$ cat config.mk
export PLATFORM = sky130hd
export DESIGN_NAME = butterfly_top
export DESIGN_NICKNAME = d
export VERILOG_FILES = /design/src/bfly_pkg.sv /design/src/fxp_pkg.sv /design/src/bfly_control.sv /design/src/butterfly_combine.sv /design/src/butterfly_top.sv /design/src/shift_add_multiplier.sv /design/src/twiddle_product.sv
export SDC_FILE = /design/constraint.sdc
export NUM_CORES = 1
export LEC_CHECK = 0
export BUFFER_PORTS_ARGS = -buffer_cell sky130_fd_sc_hd__buf_4
export CAP_MARGIN = 0
export CORE_MARGIN = 5
export CORE_UTILIZATION = 30
export CTS_CLUSTER_DIAMETER = 150
export DETAILED_ROUTE_END_ITERATION = 8
export PLACE_DENSITY = 0.53
export SLEW_MARGIN = 40
export SYNTH_ARGS = -nofsm -noshare
export SYNTH_HDL_FRONTEND = slang
export SYNTH_SLANG_ARGS = --single-unit
$ cat constraint.sdc
create_clock -name clk -period 6.2 [get_ports clk]
set_input_delay 1.24 -clock clk [delete_from_list [all_inputs] [get_ports clk]]
set_output_delay 1.24 -clock clk [all_outputs]
set_load 0.02 [all_outputs]
$ cat src/bfly_pkg.sv
package bfly_pkg;

	// twiddle selection, trivial ones skip the multiplier
	typedef enum logic [2:0] {
		tw_general,
		tw_one,
		tw_minus_one,
		tw_plus_j,
		tw_minus_j
	} twiddle_op_t;

	// which of the three partial products is being formed
	typedef enum logic [1:0] {
		ph_sum,
		ph_real,
		ph_imag
	} mul_phase_t;

	typedef enum logic [1:0] {
		st_idle,
		st_mul,
		st_done
	} bfly_state_t;

endpackage

$ cat src/fxp_pkg.sv
package fxp_pkg;

	// Q8.8 samples, two's complement
	localparam int width = 16;
	localparam int frac_bits = 8;

	// counts the width steps of one multiply
	localparam int step_bits = 4;

	typedef logic signed [width-1:0] fxp_t;

endpackage

$ cat src/bfly_control.sv
module bfly_control (
	input  logic                   clk,
	input  logic                   reset,
	input  logic                   in_valid,
	input  bfly_pkg::twiddle_op_t  op,
	input  logic                   out_ready,
	output logic                   in_ready,
	output logic                   out_valid,
	output logic                   load,
	output logic                   mul_clear,
	output logic                   mul_step,
	output logic                   mul_last,
	output bfly_pkg::mul_phase_t   phase,
	output logic                   prod_capture,
	output logic                   result_load,
	output bfly_pkg::twiddle_op_t  op_q
);
	import bfly_pkg::*;
	import fxp_pkg::*;

	bfly_state_t state;
	logic [step_bits-1:0] cnt;
	logic stepping; // low during the operand clear cycle
	logic finish;   // products ready, next cycle loads the result

	assign in_ready = (state == st_idle);
	assign out_valid = (state == st_done);
	assign load = in_valid & in_ready;

	assign mul_clear = (state == st_mul) & ~finish & ~stepping;
	assign mul_step = (state == st_mul) & ~finish & stepping;
	assign mul_last = mul_step & (cnt == step_bits'(width - 1));
	// multiplier exposes its next value, so capture lines up with the last step
	assign prod_capture = mul_last;
	assign result_load = (state == st_mul) & finish;

	always_ff @(posedge clk) begin
		if (reset) begin
			state <= st_idle;
			phase <= ph_sum;
			cnt <= '0;
			stepping <= 1'b0;
			finish <= 1'b0;
			op_q <= tw_general;
		end else begin
			case (state)
				st_idle: begin
					if (load) begin
						state <= st_mul;
						op_q <= op;
						phase <= ph_sum;
						cnt <= '0;
						stepping <= 1'b0;
						finish <= (op != tw_general); // trivial ops go straight to result
					end
				end
				st_mul: begin
					if (finish) begin
						state <= st_done;
						finish <= 1'b0;
					end else if (!stepping) begin
						stepping <= 1'b1;
						cnt <= '0;
					end else if (mul_last) begin
						stepping <= 1'b0;
						cnt <= '0;
						if (phase == ph_imag)
							finish <= 1'b1;
						else
							phase <= (phase == ph_sum) ? ph_real : ph_imag;
					end else begin
						cnt <= cnt + 1'b1;
					end
				end
				st_done: begin
					if (out_ready)
						state <= st_idle;
				end
				default: state <= st_idle;
			endcase
		end
	end

endmodule

$ cat src/butterfly_combine.sv
module butterfly_combine (
	input  logic                  clk,
	input  logic                  reset,
	input  logic                  load,
	input  fxp_pkg::fxp_t         a_re,
	input  fxp_pkg::fxp_t         a_im,
	input  bfly_pkg::twiddle_op_t op_q,
	input  fxp_pkg::fxp_t         t_re,
	input  fxp_pkg::fxp_t         t_im,
	input  fxp_pkg::fxp_t         b_re_q,
	input  fxp_pkg::fxp_t         b_im_q,
	input  logic                  result_load,
	output fxp_pkg::fxp_t         c_re,
	output fxp_pkg::fxp_t         c_im,
	output fxp_pkg::fxp_t         d_re,
	output fxp_pkg::fxp_t         d_im
);
	import fxp_pkg::*;
	import bfly_pkg::*;

	fxp_t a_re_q;
	fxp_t a_im_q;
	fxp_t sel_re;
	fxp_t sel_im;

	always_ff @(posedge clk) begin
		if (load) begin
			a_re_q <= a_re;
			a_im_q <= a_im;
		end
	end

	// w*b, trivial twiddles are just sign and swap of b
	always_comb begin
		case (op_q)
			tw_one: begin
				sel_re = b_re_q;
				sel_im = b_im_q;
			end
			tw_minus_one: begin
				sel_re = -b_re_q;
				sel_im = -b_im_q;
			end
			tw_plus_j: begin
				sel_re = -b_im_q;
				sel_im = b_re_q;
			end
			tw_minus_j: begin
				sel_re = b_im_q;
				sel_im = -b_re_q;
			end
			default: begin
				sel_re = t_re;
				sel_im = t_im;
			end
		endcase
	end

	always_ff @(posedge clk) begin
		if (reset) begin
			c_re <= '0;
			c_im <= '0;
			d_re <= '0;
			d_im <= '0;
		end else if (result_load) begin
			c_re <= a_re_q + sel_re;
			c_im <= a_im_q + sel_im;
			d_re <= a_re_q - sel_re;
			d_im <= a_im_q - sel_im;
		end
	end

endmodule

$ cat src/butterfly_top.sv
module butterfly_top (
	input  logic                  clk,
	input  logic                  reset,
	input  logic                  in_valid,
	input  bfly_pkg::twiddle_op_t op,
	input  fxp_pkg::fxp_t         a_re,
	input  fxp_pkg::fxp_t         a_im,
	input  fxp_pkg::fxp_t         b_re,
	input  fxp_pkg::fxp_t         b_im,
	input  fxp_pkg::fxp_t         w_re,
	input  fxp_pkg::fxp_t         w_im,
	input  logic                  out_ready,
	output logic                  in_ready,
	output logic                  out_valid,
	output fxp_pkg::fxp_t         c_re,
	output fxp_pkg::fxp_t         c_im,
	output fxp_pkg::fxp_t         d_re,
	output fxp_pkg::fxp_t         d_im
);
	import fxp_pkg::*;
	import bfly_pkg::*;

	logic load;
	logic mul_clear;
	logic mul_step;
	logic mul_last;
	logic prod_capture;
	logic result_load;
	mul_phase_t phase;
	twiddle_op_t op_q;
	fxp_t mul_a;
	fxp_t mul_b;
	fxp_t product;
	fxp_t t_re;
	fxp_t t_im;
	fxp_t b_re_q;
	fxp_t b_im_q;

	bfly_control control_i (
		.clk(clk),
		.reset(reset),
		.in_valid(in_valid),
		.op(op),
		.out_ready(out_ready),
		.in_ready(in_ready),
		.out_valid(out_valid),
		.load(load),
		.mul_clear(mul_clear),
		.mul_step(mul_step),
		.mul_last(mul_last),
		.phase(phase),
		.prod_capture(prod_capture),
		.result_load(result_load),
		.op_q(op_q)
	);

	shift_add_multiplier mult_i (
		.clk(clk),
		.reset(reset),
		.mul_clear(mul_clear),
		.mul_step(mul_step),
		.mul_last(mul_last),
		.mul_a(mul_a),
		.mul_b(mul_b),
		.product(product)
	);

	twiddle_product twiddle_i (
		.clk(clk),
		.reset(reset),
		.load(load),
		.b_re(b_re),
		.b_im(b_im),
		.w_re(w_re),
		.w_im(w_im),
		.phase(phase),
		.prod_capture(prod_capture),
		.product(product),
		.mul_a(mul_a),
		.mul_b(mul_b),
		.t_re(t_re),
		.t_im(t_im),
		.b_re_q(b_re_q),
		.b_im_q(b_im_q)
	);

	butterfly_combine combine_i (
		.clk(clk),
		.reset(reset),
		.load(load),
		.a_re(a_re),
		.a_im(a_im),
		.op_q(op_q),
		.t_re(t_re),
		.t_im(t_im),
		.b_re_q(b_re_q),
		.b_im_q(b_im_q),
		.result_load(result_load),
		.c_re(c_re),
		.c_im(c_im),
		.d_re(d_re),
		.d_im(d_im)
	);

endmodule

$ cat src/shift_add_multiplier.sv
module shift_add_multiplier (
	input  logic          clk,
	input  logic          reset,
	input  logic          mul_clear,
	input  logic          mul_step,
	input  logic          mul_last,
	input  fxp_pkg::fxp_t mul_a,
	input  fxp_pkg::fxp_t mul_b,
	output fxp_pkg::fxp_t product
);
	import fxp_pkg::*;

	logic [2*width-1:0] mcand; // shifts left each step
	logic [width-1:0] mplier;  // shifts right each step
	logic [2*width-1:0] acc;
	logic [2*width-1:0] acc_d;

	// next accumulator value
	// sign bit of the multiplier carries weight -2^(width-1), hence subtract on last
	always_comb begin
		acc_d = acc;
		if (mul_clear)
			acc_d = '0;
		else if (mul_step && mplier[0])
			acc_d = mul_last ? acc - mcand : acc + mcand;
	end

	assign product = fxp_t'(acc_d[frac_bits +: width]);

	always_ff @(posedge clk) begin
		if (reset)
			acc <= '0;
		else
			acc <= acc_d;
	end

	always_ff @(posedge clk) begin
		if (mul_clear) begin
			mcand <= {{width{mul_a[width-1]}}, mul_a}; // sign extend
			mplier <= mul_b;
		end else if (mul_step) begin
			mcand <= mcand << 1;
			mplier <= mplier >> 1;
		end
	end

endmodule

$ cat src/twiddle_product.sv
module twiddle_product (
	input  logic                 clk,
	input  logic                 reset,
	input  logic                 load,
	input  fxp_pkg::fxp_t        b_re,
	input  fxp_pkg::fxp_t        b_im,
	input  fxp_pkg::fxp_t        w_re,
	input  fxp_pkg::fxp_t        w_im,
	input  bfly_pkg::mul_phase_t phase,
	input  logic                 prod_capture,
	input  fxp_pkg::fxp_t        product,
	output fxp_pkg::fxp_t        mul_a,
	output fxp_pkg::fxp_t        mul_b,
	output fxp_pkg::fxp_t        t_re,
	output fxp_pkg::fxp_t        t_im,
	output fxp_pkg::fxp_t        b_re_q,
	output fxp_pkg::fxp_t        b_im_q
);
	import fxp_pkg::*;
	import bfly_pkg::*;

	fxp_t w_re_q;
	fxp_t w_im_q;
	fxp_t k_sum;
	fxp_t k_re;
	fxp_t k_im;

	always_ff @(posedge clk) begin
		if (load) begin
			b_re_q <= b_re;
			b_im_q <= b_im;
			w_re_q <= w_re;
			w_im_q <= w_im;
		end
	end

	// operand pair for the current phase, sums wrap
	always_comb begin
		case (phase)
			ph_sum: begin
				mul_a = b_re_q + b_im_q;
				mul_b = w_re_q + w_im_q;
			end
			ph_real: begin
				mul_a = b_re_q;
				mul_b = w_re_q;
			end
			default: begin
				mul_a = b_im_q;
				mul_b = w_im_q;
			end
		endcase
	end

	always_ff @(posedge clk) begin
		if (reset) begin
			k_sum <= '0;
			k_re <= '0;
			k_im <= '0;
		end else if (prod_capture) begin
			case (phase)
				ph_sum:  k_sum <= product;
				ph_real: k_re <= product;
				default: k_im <= product;
			endcase
		end
	end

	// three-multiply complex product
	assign t_re = k_re - k_im;
	assign t_im = k_sum - k_re - k_im;

endmodule
## After elaboration in Yosys (flattened, before gate mapping)

Index checks and enable logic that the tools add are counted.

| storage, ports and cells | value |
|---|---|
| output and inout bits | 66 |
| logic and storage cells | 116 |
| register bits | 301 |
| input port bits | 103 |

| cells by class | value |
|---|---|
| equality and inequality tests | 16 |
| bitwise logic cells | 9 |
| add/subtract/negate cells | 14 |
| reductions and logical operators | 16 |
| mux-type cells | 38 |

Operators by type and width:

| kind | count |
|---|---|
| 16-bit case mux with 4 select lines | 2 |
| 32-bit 2-to-1 mux | 3 |
| 16-bit subtractor | 5 |
| 16-bit adder | 4 |
| 16-bit case mux with 2 select lines | 2 |
| 24-bit 2-to-1 mux | 2 |
| 32-bit adder | 1 |
| 16-bit 2-to-1 mux | 2 |
| 16-bit negator | 2 |
| 32-bit subtractor | 1 |
| 2-bit 2-to-1 mux | 9 |
| 4-bit 2-to-1 mux | 4 |
| 2-bit AND reduction | 5 |
| 1-bit 2-to-1 mux | 9 |
| 2-bit by 1-bit inequality test with 1-bit output, second input constant | 4 |
| 4-bit case mux with 2 select lines | 1 |
| 1-bit bitwise AND | 6 |
| 3-bit by 2-bit == test with 1-bit output, second input constant | 2 |
| 2-bit inequality test, second input constant | 3 |
| 2-bit case mux with 3 select lines | 1 |
| 3-bit AND reduction | 2 |
| 6-bit AND reduction | 1 |
| 4-bit by 1-bit adder with 4-bit output, second input constant | 1 |
| 2-bit by 1-bit == test with 1-bit output, second input constant | 2 |
| 12 further kinds | 19 |

## Depth between registers and ports, before layout

Gate-level depths: netlist of the first run.

| depth | value |
|---|---|
| depth in word-level cells | 8 |
| depth in mapped cells | 25 |
| mapped depth without buffers | 25 |

## Hierarchy

From an unflattened synthesis of the first run, not the netlist that was laid out.

| unflattened totals | value |
|---|---|
| cells, all modules | 2,360 |
| area, all modules | 20,573.5 µm² |

Modules (own cells, without submodules):

| module | area each (µm²) | instances | seq. area each (µm²) | cells an instance |
|---|---|---|---|---|
| butterfly_combine | 7,972.6 | 1 | 2,202.1 | 989 |
| twiddle_product | 7,526.0 | 1 | 2,882.8 | 821 |
| shift_add_multiplier | 4,409.2 | 1 | 1,681.6 | 475 |
| bfly_control | 665.6 | 1 | 260.2 | 75 |

## Least setup slack after synthesis of the first run

OpenSTA, ideal clock, no wires.

| timing | value |
|---|---|
| path kind | flip-flop to flip-flop |
| start | reg twiddle_i.k_im[0] |
| end | reg combine_i.d_im[15] |
| arrival time | 5.357 ns |
| stages on the path, launching flop included | 22 |
| setup slack | 0.720 ns |
| path through | dfxtp_1 > fa_1 > inv_1 > ha_1 > or2_2 > fa_1 > a21o_1 > a21o_1 > a21oi_1 > o21ai_1 > nand2_1 > nand2_1 > xor2_1 > mux4_2 > o21a_1 > ha_1 > or3_1 > o21a_1 > or4_1 > a211oi_1 > nor3_1 > a311o_1 |

| between the ends | value |
|---|---|
| longest elaborated chain between the ends | 3 |

RTL lines:

| element | RTL line | source |
|---|---|---|
| from (decl) | twiddle_product.sv:26 | `fxp_t k_im;` |
| from (signal assigned) | twiddle_product.sv:64 | `default: k_im <= product;` |
| 16-bit subtractor | twiddle_product.sv:71 | `assign t_im = k_sum - k_re - k_im;` |
| 16-bit case mux with 4 select lines | butterfly_combine.sv:35 | `case (op_q)` |
| 16-bit subtractor | butterfly_combine.sv:69 | `d_im <= a_im_q - sel_im;` |
| to (signal assigned) | butterfly_combine.sv:69 |  |
| to (decl) | butterfly_combine.sv:16 | `output fxp_pkg::fxp_t d_im` |

Every way passes these cells.
A chain may end at the register's enable or synchronous reset.

## Final worst setup path of the first run

Ends and elaborated chain as after synthesis.

==> flow_metrics.tcl, run 1 <==
set metrics [dict create \
    period_needed_ns 5.886 \
    htreeDepth 2 \
    synthFlopType "dfxtp_1" \
    crit_cells 21 \
    synth-edff-count 136 \
    yosysSeqAreaShare_pct 35.89 \
    drv_cap 0 \
    grt_pass1_wl_mm 96.45 \
    synth.top_cell.area_share_pct 20.86 \
    vias 16790 \
    yosysUniqueCellTypes 84 \
    synth_top_area_cell "edfxtp_1" \
    cp.arrival_ns 6.33 \
    p_per_area_nw_per_um2 251.1 \
    dieArea_sq_um 70480 \
    clkTransAtPathRegs_ns 0.06 \
    cp-start-kind "flip-flop" \
    yosysWarnings 0 \
    crit_end "combine_i.d_im[15]$_SDFFE_PP0P_" \
    place_area_sq_um 21740 \
    postCtsSetupBuffers 0 \
    nets 2660 \
    mostFrequentLayoutCells "245 x nand2_1, 194 x buf_4, 188 x a21oi_1, 183 x nor2_1, 166 x ha_1" \
    setup_tns_ns 0 \
    dr.pass1.iters 5 \
    die_x_um 265.5 \
    reg_top3 "mult_i.acc x24, mult_i.mcand x24" \
    critPathTopFamily "compound AO/OA/AOI/OAI gates" \
    viasPerCell 5.164 \
    rows 93 \
    r2r_end "combine_i.d_im[15]$_SDFFE_PP0P_" \
    syn_area_sq_um 19580 \
    slowest_stage "fa_1" \
    drc 0 \
    chipHeight_um 265.5 \
    grt_use_total_pct 17.24 \
    reg2reg_slack_ns 0.31 \
    place_hpwl_mm 48.28 \
    cts.path.max_buffers 3 \
    ctsResizeCount 0 \
    critical_path.startpoint "twiddle_i.k_im[0]$_SDFFE_PP0P_" \
    ctsHoldBuffers 0 \
    clock_sinks 283 \
    synth_area_leaders "edfxtp_1 21%, dfxtp_1 15%, ha_1 11%" \
    io_pins 169 \
    reg2reg_depth 21 \
    max_stage_delay_ns 0.57 \
    finalWirelength_mm 62.55 \
    finish.utilization_pct 35.61 \
    drv_slew 0 \
    setup_violations 0 \
    antenna_found_initial 1 \
    critical_path_required_ns 6.64 \
    cts_tree "done" \
    wl_per_cell_um 19.24 \
    final_common_cell "nand2_1" \
    initial_core_util_pct 30.32 \
    crit_type "flip-flop to flip-flop" \
    dp_cells 3184 \
    grt_pass1_vias 16750 \
    crit_fanout 6 \
    layout.cells.non_filler 3251 \
    clk_root_buffer_cell "clkbuf_16" \
    min_path_type "flip-flop to flip-flop" \
    grt_max_degree 86 \
    worstMarginPinSlew_ns 0.9040 \
    syn_nets 2533 \
    p_leak_uw 0.009046 \
    fin_crit_sh_pct 94.94 \
    place.gp.congestion 0.8812 \
    insertion_delay_ns 0.56 \
    area_growth_pct 17.45 \
    grt-ovfl-total 0 \
    numCtsBuffers 37 \
    fmax_ghz 0.1699 \
    core_sq_um 64580 \
    path_cells "fa_1 -> inv_1 -> ha_1 -> or2_2 -> fa_1 -> a21o_1 -> a21o_1 -> a21oi_2 -> o21ai_1 -> nand2_1 -> nand2_1 -> xor2_1 -> mux4_2 -> o21a_1 -> ha_1 -> or3_1 -> o21a_1 -> or4_1 -> a211oi_2 -> nor3_1 -> a311o_1" \
    slew_headroom_pct 39.74 \
    synthArstFlopShare_pct 0 \
    outcome "complete, no violations" \
    ant_nets 0 \
    final_hold_viol_count 0 \
    worst_clock_skew_ns 0.02326 \
    path_buf_inv 1 \
    port_buffers 168 \
    crit-reg2reg-launch "twiddle_i.k_im[0]$_SDFFE_PP0P_" \
    drive_above_1_share_pct 12.69 \
    netlist_instances 2241 \
    antenna_cells 0 \
    ir_drop_v 0.0002046 \
    design_area_sq_um 23000 \
    drt_iter0_drc 1129 \
    end_kind "flip-flop" \
    rsz0062_at_grt "no" \
    synth_area_per_cell_sq_um 8.737 \
    ys_ff_latch 283 \
]
power breakdown:
group          internal (uW)  switching [uW]  leakage (uW)
registers               2080             115       0.00248
logic                    563             801       0.00595
clock network           1330             886      0.000614
total                   3970            1800       0.00905
metal layers:
| metal | wire length (um) | vias up | track usage [%] |
|---|---|---|---|
| li1 | - | 8261 | - |
| met1 | 27840 | 8015 | 22.78 |
| met2 | 29250 | 401 | 28.62 |
| met3 | 3120 | 111 | 2.682 |
| met4 | 2334 | 0 | 6.406 |
| met5 | 0 | - | 0 |
synthesized netlist by cell type (25+ instances only):
library cell and n:
a211oi_1 49, a21o_1 35, a21oi_1 189, clkbuf_1 96
dfxtp_1 147, edfxtp_1 136, ha_1 166, inv_1 115
mux2i_1 26, nand2_1 245, nand3_1 48, nor2_1 186
nor3_1 47, o211ai_1 25, o21ai_0 100, o21ai_1 89
o21bai_1 26, or3_1 31, xnor2_1 100, xor2_1 64
worst min-delay path, cell delays in order (launching register included):
cell	delay (ns)
dfxtp_1	0.31
nand2_1	0.05
a21oi_1	0.05
metrics by stage:
step | hold slack, ns | worst slack [ns] | power, uW
after floorplan | 0.4319 | 0.7205 | 3162
after global placement | 0.4458 | 0.3568 | 3569
after detailed placement | 0.4441 | 0.2805 | 3590
after CTS | 0.4521 | 0.2472 | 5838
after global routing | 0.4865 | 0.04394 | 6073
final | 0.4521 | 0.3136 | 5773
cell type report:
type | instances | area [sq um]
Clock inverter | 23 | 256.5
Sequential cell | 283 | 7030
Tap cell | 855 | 1070
Inverter | 121 | 455.4
Clock buffer | 44 | 993.5
Fill cell | 6569 | 41580
Timing Repair Buffer | 196 | 1473
Multi-Input combinational cell | 1729 | 11720
worst min path at each step:
stage	cells after the start	slack [ns]	startpoint	to
final	2	0.45	combine_i.c_im[8]$_SDFFE_PP0P_	combine_i.c_im[8]$_SDFFE_PP0P_
after global routing	2	0.49	mult_i.acc[4]$_SDFFE_PP0P_	mult_i.acc[4]$_SDFFE_PP0P_
after CTS	2	0.45	combine_i.c_im[8]$_SDFFE_PP0P_	combine_i.c_im[8]$_SDFFE_PP0P_
after detailed placement	2	0.44	combine_i.c_im[8]$_SDFFE_PP0P_	combine_i.c_im[8]$_SDFFE_PP0P_
after global placement	2	0.45	combine_i.c_im[14]$_SDFFE_PP0P_	combine_i.c_im[14]$_SDFFE_PP0P_
after floorplan	2	0.43	twiddle_i.k_sum[0]$_SDFFE_PP0P_	twiddle_i.k_sum[0]$_SDFFE_PP0P_
logic make-up (layout without fill, tap and decap cells):
| family | count (synthesis) | count (layout) | synth area share [%] |
|---|---|---|---|
| AO/OA/AOI/OAI | 651 | 651 | 20.48 |
| XOR/XNOR | 166 | 166 | 7.592 |
| adder cells (fa/ha/maj) | 189 | 189 | 12.96 |
| buffers and inverters | 229 | 384 | 4.435 |
| flip-flops | 283 | 283 | 35.89 |
| multiplexers | 42 | 42 | 2.652 |
| AND/OR/NAND/NOR | 681 | 681 | 15.99 |
Note: power is estimated with default switching activity, not from simulation.
==> run 2: changes to the inputs <==
--- a/config.mk
+++ b/config.mk
@@ -11,6 +11,7 @@
 export CORE_UTILIZATION = 30
 export CTS_CLUSTER_DIAMETER = 150
 export DETAILED_ROUTE_END_ITERATION = 8
+export GPL_TIMING_DRIVEN = 0
 export PLACE_DENSITY = 0.53
 export SLEW_MARGIN = 40
 export SYNTH_ARGS = -nofsm -noshare
==> run 2 against run 1 <==
Compared with the run above:
- via count grew 4.9%
- worst hold slack gained 0.0046 ns
- final area grew 0.98%
- routed wire length grew 12%
- setup slack lost 0.037 ns
- first-iteration DRC count grew 34%
- core utilization grew 0.35 points
- sequential power is essentially flat
- critical path type unchanged
- largest cell class unchanged
- highest routed layer unchanged
==> flow_metrics.tcl, run 2 (synthesis gave the netlist of run 1 again) <==
set metrics [dict create \
    port_buffers 168 \
    p_per_area_nw_per_um2 246.0 \
    outcome "complete, no violations" \
    cp.arrival_ns 6.36 \
    rsz0062_at_grt "no" \
    clock_sinks 283 \
    ctsHoldBuffers 0 \
    crit_fanout 6 \
    design_area_sq_um 23220 \
    cp-start-kind "flip-flop" \
    end_kind "flip-flop" \
    setup_tns_ns 0 \
    crit-reg2reg-launch "twiddle_i.k_sum[0]$_SDFFE_PP0P_" \
    mostFrequentLayoutCells "245 x nand2_1, 188 x a21oi_1, 185 x nor2_1, 170 x buf_4, 165 x ha_1" \
    area_growth_pct 18.60 \
    grt_pass1_vias 17340 \
    chipHeight_um 265.5 \
    htreeDepth 2 \
    dp_slack_ns 0.04863 \
    power_frac_clock_pct 36.3 \
    fin_crit_sh_pct 95.54 \
    core_sq_um 64580 \
    slowest_stage "fa_1" \
    reg2reg_depth 22 \
    min_path_type "flip-flop to flip-flop" \
    slew_headroom_pct 42.37 \
    place.gp.congestion 0.9415 \
    postLayoutSetupSlackWorst_ns 0.2768 \
    clkTransAtPathRegs_ns 0.07 \
    grt-ovfl-total 0 \
    postCtsSetupBuffers 0 \
    hold_path_startpoint "combine_i.c_re[13]$_SDFFE_PP0P_" \
    nets 2743 \
    internal_power_uw 3851 \
    r2r_end "combine_i.d_im[15]$_SDFFE_PP0P_" \
    reg2reg_slack_ns 0.28 \
    pwr-share-comb_pct 25.6 \
    fillCellCount 6665 \
    grt_use_total_pct 19.10 \
    clk_root_buffer_cell "clkbuf_16" \
    drc 0 \
    grt_max_degree 47 \
    vias 17610 \
    worstMarginPinSlew_ns 0.8583 \
    drive_above_1_share_pct 11.22 \
    fmax_ghz 0.1688 \
    viasPerCell 5.284 \
    worst_clock_skew_ns 0.02063 \
    grt_pass1_wl_mm 105.2 \
    ir_drop_v 0.0003110 \
    path_cells "inv_1 -> fa_1 -> inv_1 -> ha_1 -> or2_2 -> fa_1 -> a21o_1 -> a21o_1 -> a21oi_2 -> o21ai_2 -> nand2_1 -> nand2_1 -> xor2_1 -> mux4_2 -> o21a_1 -> ha_2 -> or3_1 -> o21a_1 -> or4_4 -> a211oi_4 -> nor3_1 -> a311o_1" \
    drv_cap 0 \
    dr.pass1.iters 5 \
    die_x_um 265.5 \
    drv_slew 0 \
    p_switching_uw 1862 \
    finalWirelength_mm 69.93 \
    wl_per_cell_um 20.98 \
    dieArea_sq_um 70480 \
    critical_path_required_ns 6.64 \
    numCtsBuffers 35 \
    insertion_delay_ns 0.55 \
    final_hold_viol_count 0 \
    io_pins 169 \
    drt_iter0_drc 1511 \
    rows 93 \
    reg_top3 "mult_i.acc x24, mult_i.mcand x24" \
    period_needed_ns 5.923 \
    max_stage_delay_ns 0.58 \
    seq_power_share_pct 38.1 \
    hold_end "combine_i.c_re[13]$_SDFFE_PP0P_" \
    ant_nets 0 \
    hold_depth 2 \
    final_common_cell "nand2_1" \
    crit_type "flip-flop to flip-flop" \
    cts.path.max_buffers 3 \
    initial_core_util_pct 30.32 \
    setup_violations 0 \
    cts_tree "done" \
    place_area_sq_um 22020 \
    antenna_found_initial 1 \
    place_hpwl_mm 55.56 \
    switching_share_pct 32.59 \
    p_leak_uw 0.009061 \
]
==> run 2: cell types whose count changed in the layout (fill, tap and decap cells not counted), moves of 3 or more <==
cell and delta:
and2_1 +3, buf_1 +9, buf_4 -24, bufinv_16 -3, clkbuf_1 +96, dfxtp_1 +3, dfxtp_2 -3
==> run 2: final cells by class <==
class / count / area, sq um / area share, %
clock inverters: 17 / 152.6 / 0.6573
repair buffers: 173 / 1355 / 5.835
inverters: 121 / 454.2 / 1.956
plain buffers: 108 / 417.9 / 1.800
flip-flops and latches: 283 / 7027 / 30.26
well taps: 855 / 1070 / 4.607
diodes: 1 / 2.502 / 0.01078
clock buffers: 46 / 999.7 / 4.305
multi-input cells: 1729 / 11740 / 50.57
==> run 2: metrics by stage <==
stage                     std cells  hold slack (ns)  power, uW  utilization [%]
final                          3333           0.4567       5713            35.96
after global routing           3333           0.4771       5989            35.96
after CTS                      3331           0.4595       5754            35.89
after detailed placement       3268           0.4522       3653            34.10
after global placement         3264           0.4421       3629            33.93
after floorplan                2241           0.4319       3162                -
==> run 2: timing repair <==
action                                  4_1_cts  5_1_grt
endpoints found under the setup margin        1        1
endpoints found under the hold margin         0        0
pin swaps                                     0        3
gates resized for setup                       1        6
==> run 2: how the worst max path moves through the flow <==
| stage | start | end | depth (start not counted) |
|---|---|---|---|
| 6_report | twiddle_i.k_sum[0]$_SDFFE_PP0P_ | combine_i.d_im[15]$_SDFFE_PP0P_ | 22 |
| 5_1_grt | twiddle_i.k_sum[0]$_SDFFE_PP0P_ | combine_i.d_im[15]$_SDFFE_PP0P_ | 22 |
| 4_1_cts | twiddle_i.k_im[0]$_SDFFE_PP0P_ | combine_i.d_im[15]$_SDFFE_PP0P_ | 21 |
| 3_5_place_dp | twiddle_i.k_im[0]$_SDFFE_PP0P_ | combine_i.d_im[15]$_SDFFE_PP0P_ | 21 |
| 3_3_place_gp | in_valid | control_i.cnt[2]$_SDFFE_PP0P_ | 6 |
| 2_1_floorplan | twiddle_i.k_im[0]$_SDFFE_PP0P_ | combine_i.d_im[15]$_SDFFE_PP0P_ | 21 |
==> run 2: power groups by stage <==
| stage | combinational [uW] | sequential, uW | clock (uW) |
|---|---|---|---|
| after CTS | 1450 | 2170 | 2130 |
| after global routing | 1600 | 2180 | 2200 |
| after detailed placement | 1440 | 2210 | 0 |
| after floorplan | 962 | 2200 | 0 |
| after global placement | 1400 | 2230 | 0 |
| final | 1460 | 2180 | 2070 |
==> run 2: per-layer routing <==
layer,GRT usage (%),wire length [um],vias to the layer above
met5,0,0,-
met4,5.944,2210,0
met3,2.775,3738,112
met2,31.66,32620,516
met1,25.86,31360,8549
li1,-,-,8436
==> run 2: worst max-delay path: cells and delay by family (launching register included) <==
family,cells,cell delay (ns)
compound gates,8,1.73
fa+ha+maj,4,1.51
simple gates,6,1.39
mux,1,0.51
flops,1,0.33
xor+xnor,1,0.22
buf+inv,2,0.12
==> run 3: changes to the inputs <==
==> constraint.sdc (replaced) <==
create_clock -name clk -period 6.8 [get_ports clk]
set_input_delay 1.36 -clock clk [delete_from_list [all_inputs] [get_ports clk]]
set_output_delay 1.36 -clock clk [all_outputs]
set_load 0.02 [all_outputs]
==> run 3 against run 2 <==
Compared with the run above:
- critical path depth shrank 1
- routed wire length grew 0.17%
- total power down 8.9%
- final area down 0.15%
- count of clock-buffer cells in the layout is the same
- final cell count unchanged
- largest cell class unchanged
- via count decreased by 0.18%
- sequential share of layout area is essentially flat
- maximum frequency shrank 4.8%
- clock power down 9%
==> flow_metrics.tcl, run 3 (synthesis gave the netlist of run 1 again) <==
set metrics [dict create \
    slowest_stage "fa_1" \
    p_leak_uw 0.009057 \
    postCtsSetupBuffers 0 \
    drive_above_1_share_pct 10.98 \
    crit_fanout 6 \
    outcome "complete, no violations" \
    grt_use_total_pct 19.09 \
    final_hold_viol_count 0 \
    rsz0062_at_grt "no" \
    cts_tree "done" \
    dp_slack_ns 0.6486 \
    worst_clock_skew_ns 0.01968 \
    place_hpwl_mm 55.56 \
    insertion_delay_ns 0.55 \
    end_kind "flip-flop" \
    wl_per_cell_um 21.02 \
    initial_core_util_pct 30.32 \
    setup_tns_ns 0 \
    die_x_um 265.5 \
    fmax_ghz 0.1607 \
    ctsHoldBuffers 0 \
    ir_drop_v 0.0002836 \
    vias 17580 \
    numCtsBuffers 35 \
    pwr-share-comb_pct 25.6 \
    hold_ws_ns 0.4575 \
    dieArea_sq_um 70480 \
    critical_path_required_ns 7.24 \
    power_frac_clock_pct 36.3 \
    chipHeight_um 265.5 \
    grt_max_degree 47 \
    core_sq_um 64580 \
    cp.arrival_ns 6.66 \
    seq_power_share_pct 38.1 \
    ctsResizeCount 0 \
    rows 93 \
    dp_cells 3268 \
    dr.pass1.iters 6 \
    grt-ovfl-total 0 \
    area_growth_pct 18.43 \
    htreeDepth 2 \
    internal_power_uw 3509 \
    cts.path.max_buffers 3 \
    max_stage_delay_ns 0.60 \
    port_buffers 168 \
    io_pins 169 \
    fin_crit_sh_pct 91.48 \
    switching_share_pct 32.55 \
    clk_root_buffer_cell "clkbuf_16" \
    worstMarginPinSlew_ns 0.8488 \
    drt_iter0_drc 1347 \
    period_needed_ns 6.221 \
    place.gp.congestion 0.9415 \
    p_switching_uw 1693 \
    drv_cap 0 \
    p_per_area_nw_per_um2 224.3 \
    viasPerCell 5.275 \
    crit_type "flip-flop to flip-flop" \
    mostFrequentLayoutCells "245 x nand2_1, 189 x a21oi_1, 185 x nor2_1, 170 x buf_4, 166 x ha_1" \
    final_common_cell "nand2_1" \
    grt_pass1_wl_mm 105.2 \
    min_path_type "flip-flop to flip-flop" \
    cp-start-kind "flip-flop" \
    postLayoutSetupSlackWorst_ns 0.5791 \
    drc 0 \
    finalWirelength_mm 70.05 \
    nets 2743 \
    setup_violations 0 \
    grt_pass1_vias 17340 \
    layout.cells.non_filler 3333 \
    slew_headroom_pct 43.41 \
    path_cells "fa_1 -> inv_1 -> ha_1 -> or2_2 -> fa_1 -> a21o_1 -> a21o_1 -> a21oi_1 -> o21ai_1 -> nand2_1 -> nand2_1 -> xor2_1 -> mux4_2 -> o21a_1 -> ha_1 -> or3_1 -> o21a_1 -> or4_1 -> a211oi_1 -> nor3_1 -> a311o_1" \
    ant_nets 0 \
    reg_top3 "mult_i.acc x24, mult_i.mcand x24" \
    finish.utilization_pct 35.91 \
    clock_sinks 283 \
    drv_slew 0 \
    clkTransAtPathRegs_ns 0.07 \
    antenna_found_initial 1 \
]
-- run 3: final cells by class --
cell class | instances | area, sq um
clock inverter | 17 | 152.6
antenna | 1 | 2.502
fill | 6662 | 41390
tap | 855 | 1070
multi-input combinational | 1729 | 11710
inverter | 121 | 454.2
clock buffer | 46 | 999.7
sequential | 283 | 7027
buffer | 108 | 417.9
timing repair buffer | 173 | 1355
-- run 3: metrics by stage --
step / total power [uW] / instance area [sq um]
final: 5202 / 23190
after global routing: 5454 / 23190
after CTS: 5245 / 23170
after detailed placement: 3330 / 22020
after global placement: 3309 / 21910
after floorplan: 2883 / 19580
-- run 3: final timing paths --
| path | cells after the start | slack, ns | startpoint | endpoint |
|---|---|---|---|---|
| setup / recovery | 21 | 0.58 | twiddle_i.k_im[0]$_SDFFE_PP0P_ | combine_i.d_im[15]$_SDFFE_PP0P_ |
| hold / removal | 2 | 0.46 | twiddle_i.k_sum[0]$_SDFFE_PP0P_ | twiddle_i.k_sum[0]$_SDFFE_PP0P_ |
| setup reg to reg | 21 | 0.58 | twiddle_i.k_im[0]$_SDFFE_PP0P_ | combine_i.d_im[15]$_SDFFE_PP0P_ |
| hold reg to reg | 2 | 0.46 | twiddle_i.k_sum[0]$_SDFFE_PP0P_ | twiddle_i.k_sum[0]$_SDFFE_PP0P_ |
-- run 3: power by group through the flow --
stage                     Sequential, uW  Clock, uW  Combinational (uW)
final                               1980       1890                1330
after global placement              2030          0                1280
after floorplan                     2010          0                 877
after detailed placement            2020          0                1310
after CTS                           1980       1940                1320
after global routing                1990       2010                1460
-- run 3: routing by layer --
layer	vias up	wire length (um)	global-route usage (%)
met5	-	0	0
met4	0	2180	5.944
met3	110	3744	2.775
met2	495	32700	31.66
met1	8550	31420	25.85
li1	8427	-	-
-- run 3: critical path: cells and delay by family, from the launching register on --
family / cells / cell delay, ns
buffers and inverters: 1 / 0.06
flip-flops: 1 / 0.35
multiplexers: 1 / 0.51
XOR/XNOR: 1 / 0.22
AND/OR/NAND/NOR: 6 / 1.45
AO/OA/AOI/OAI: 8 / 1.92
adder cells (fa/ha/maj): 4 / 1.58
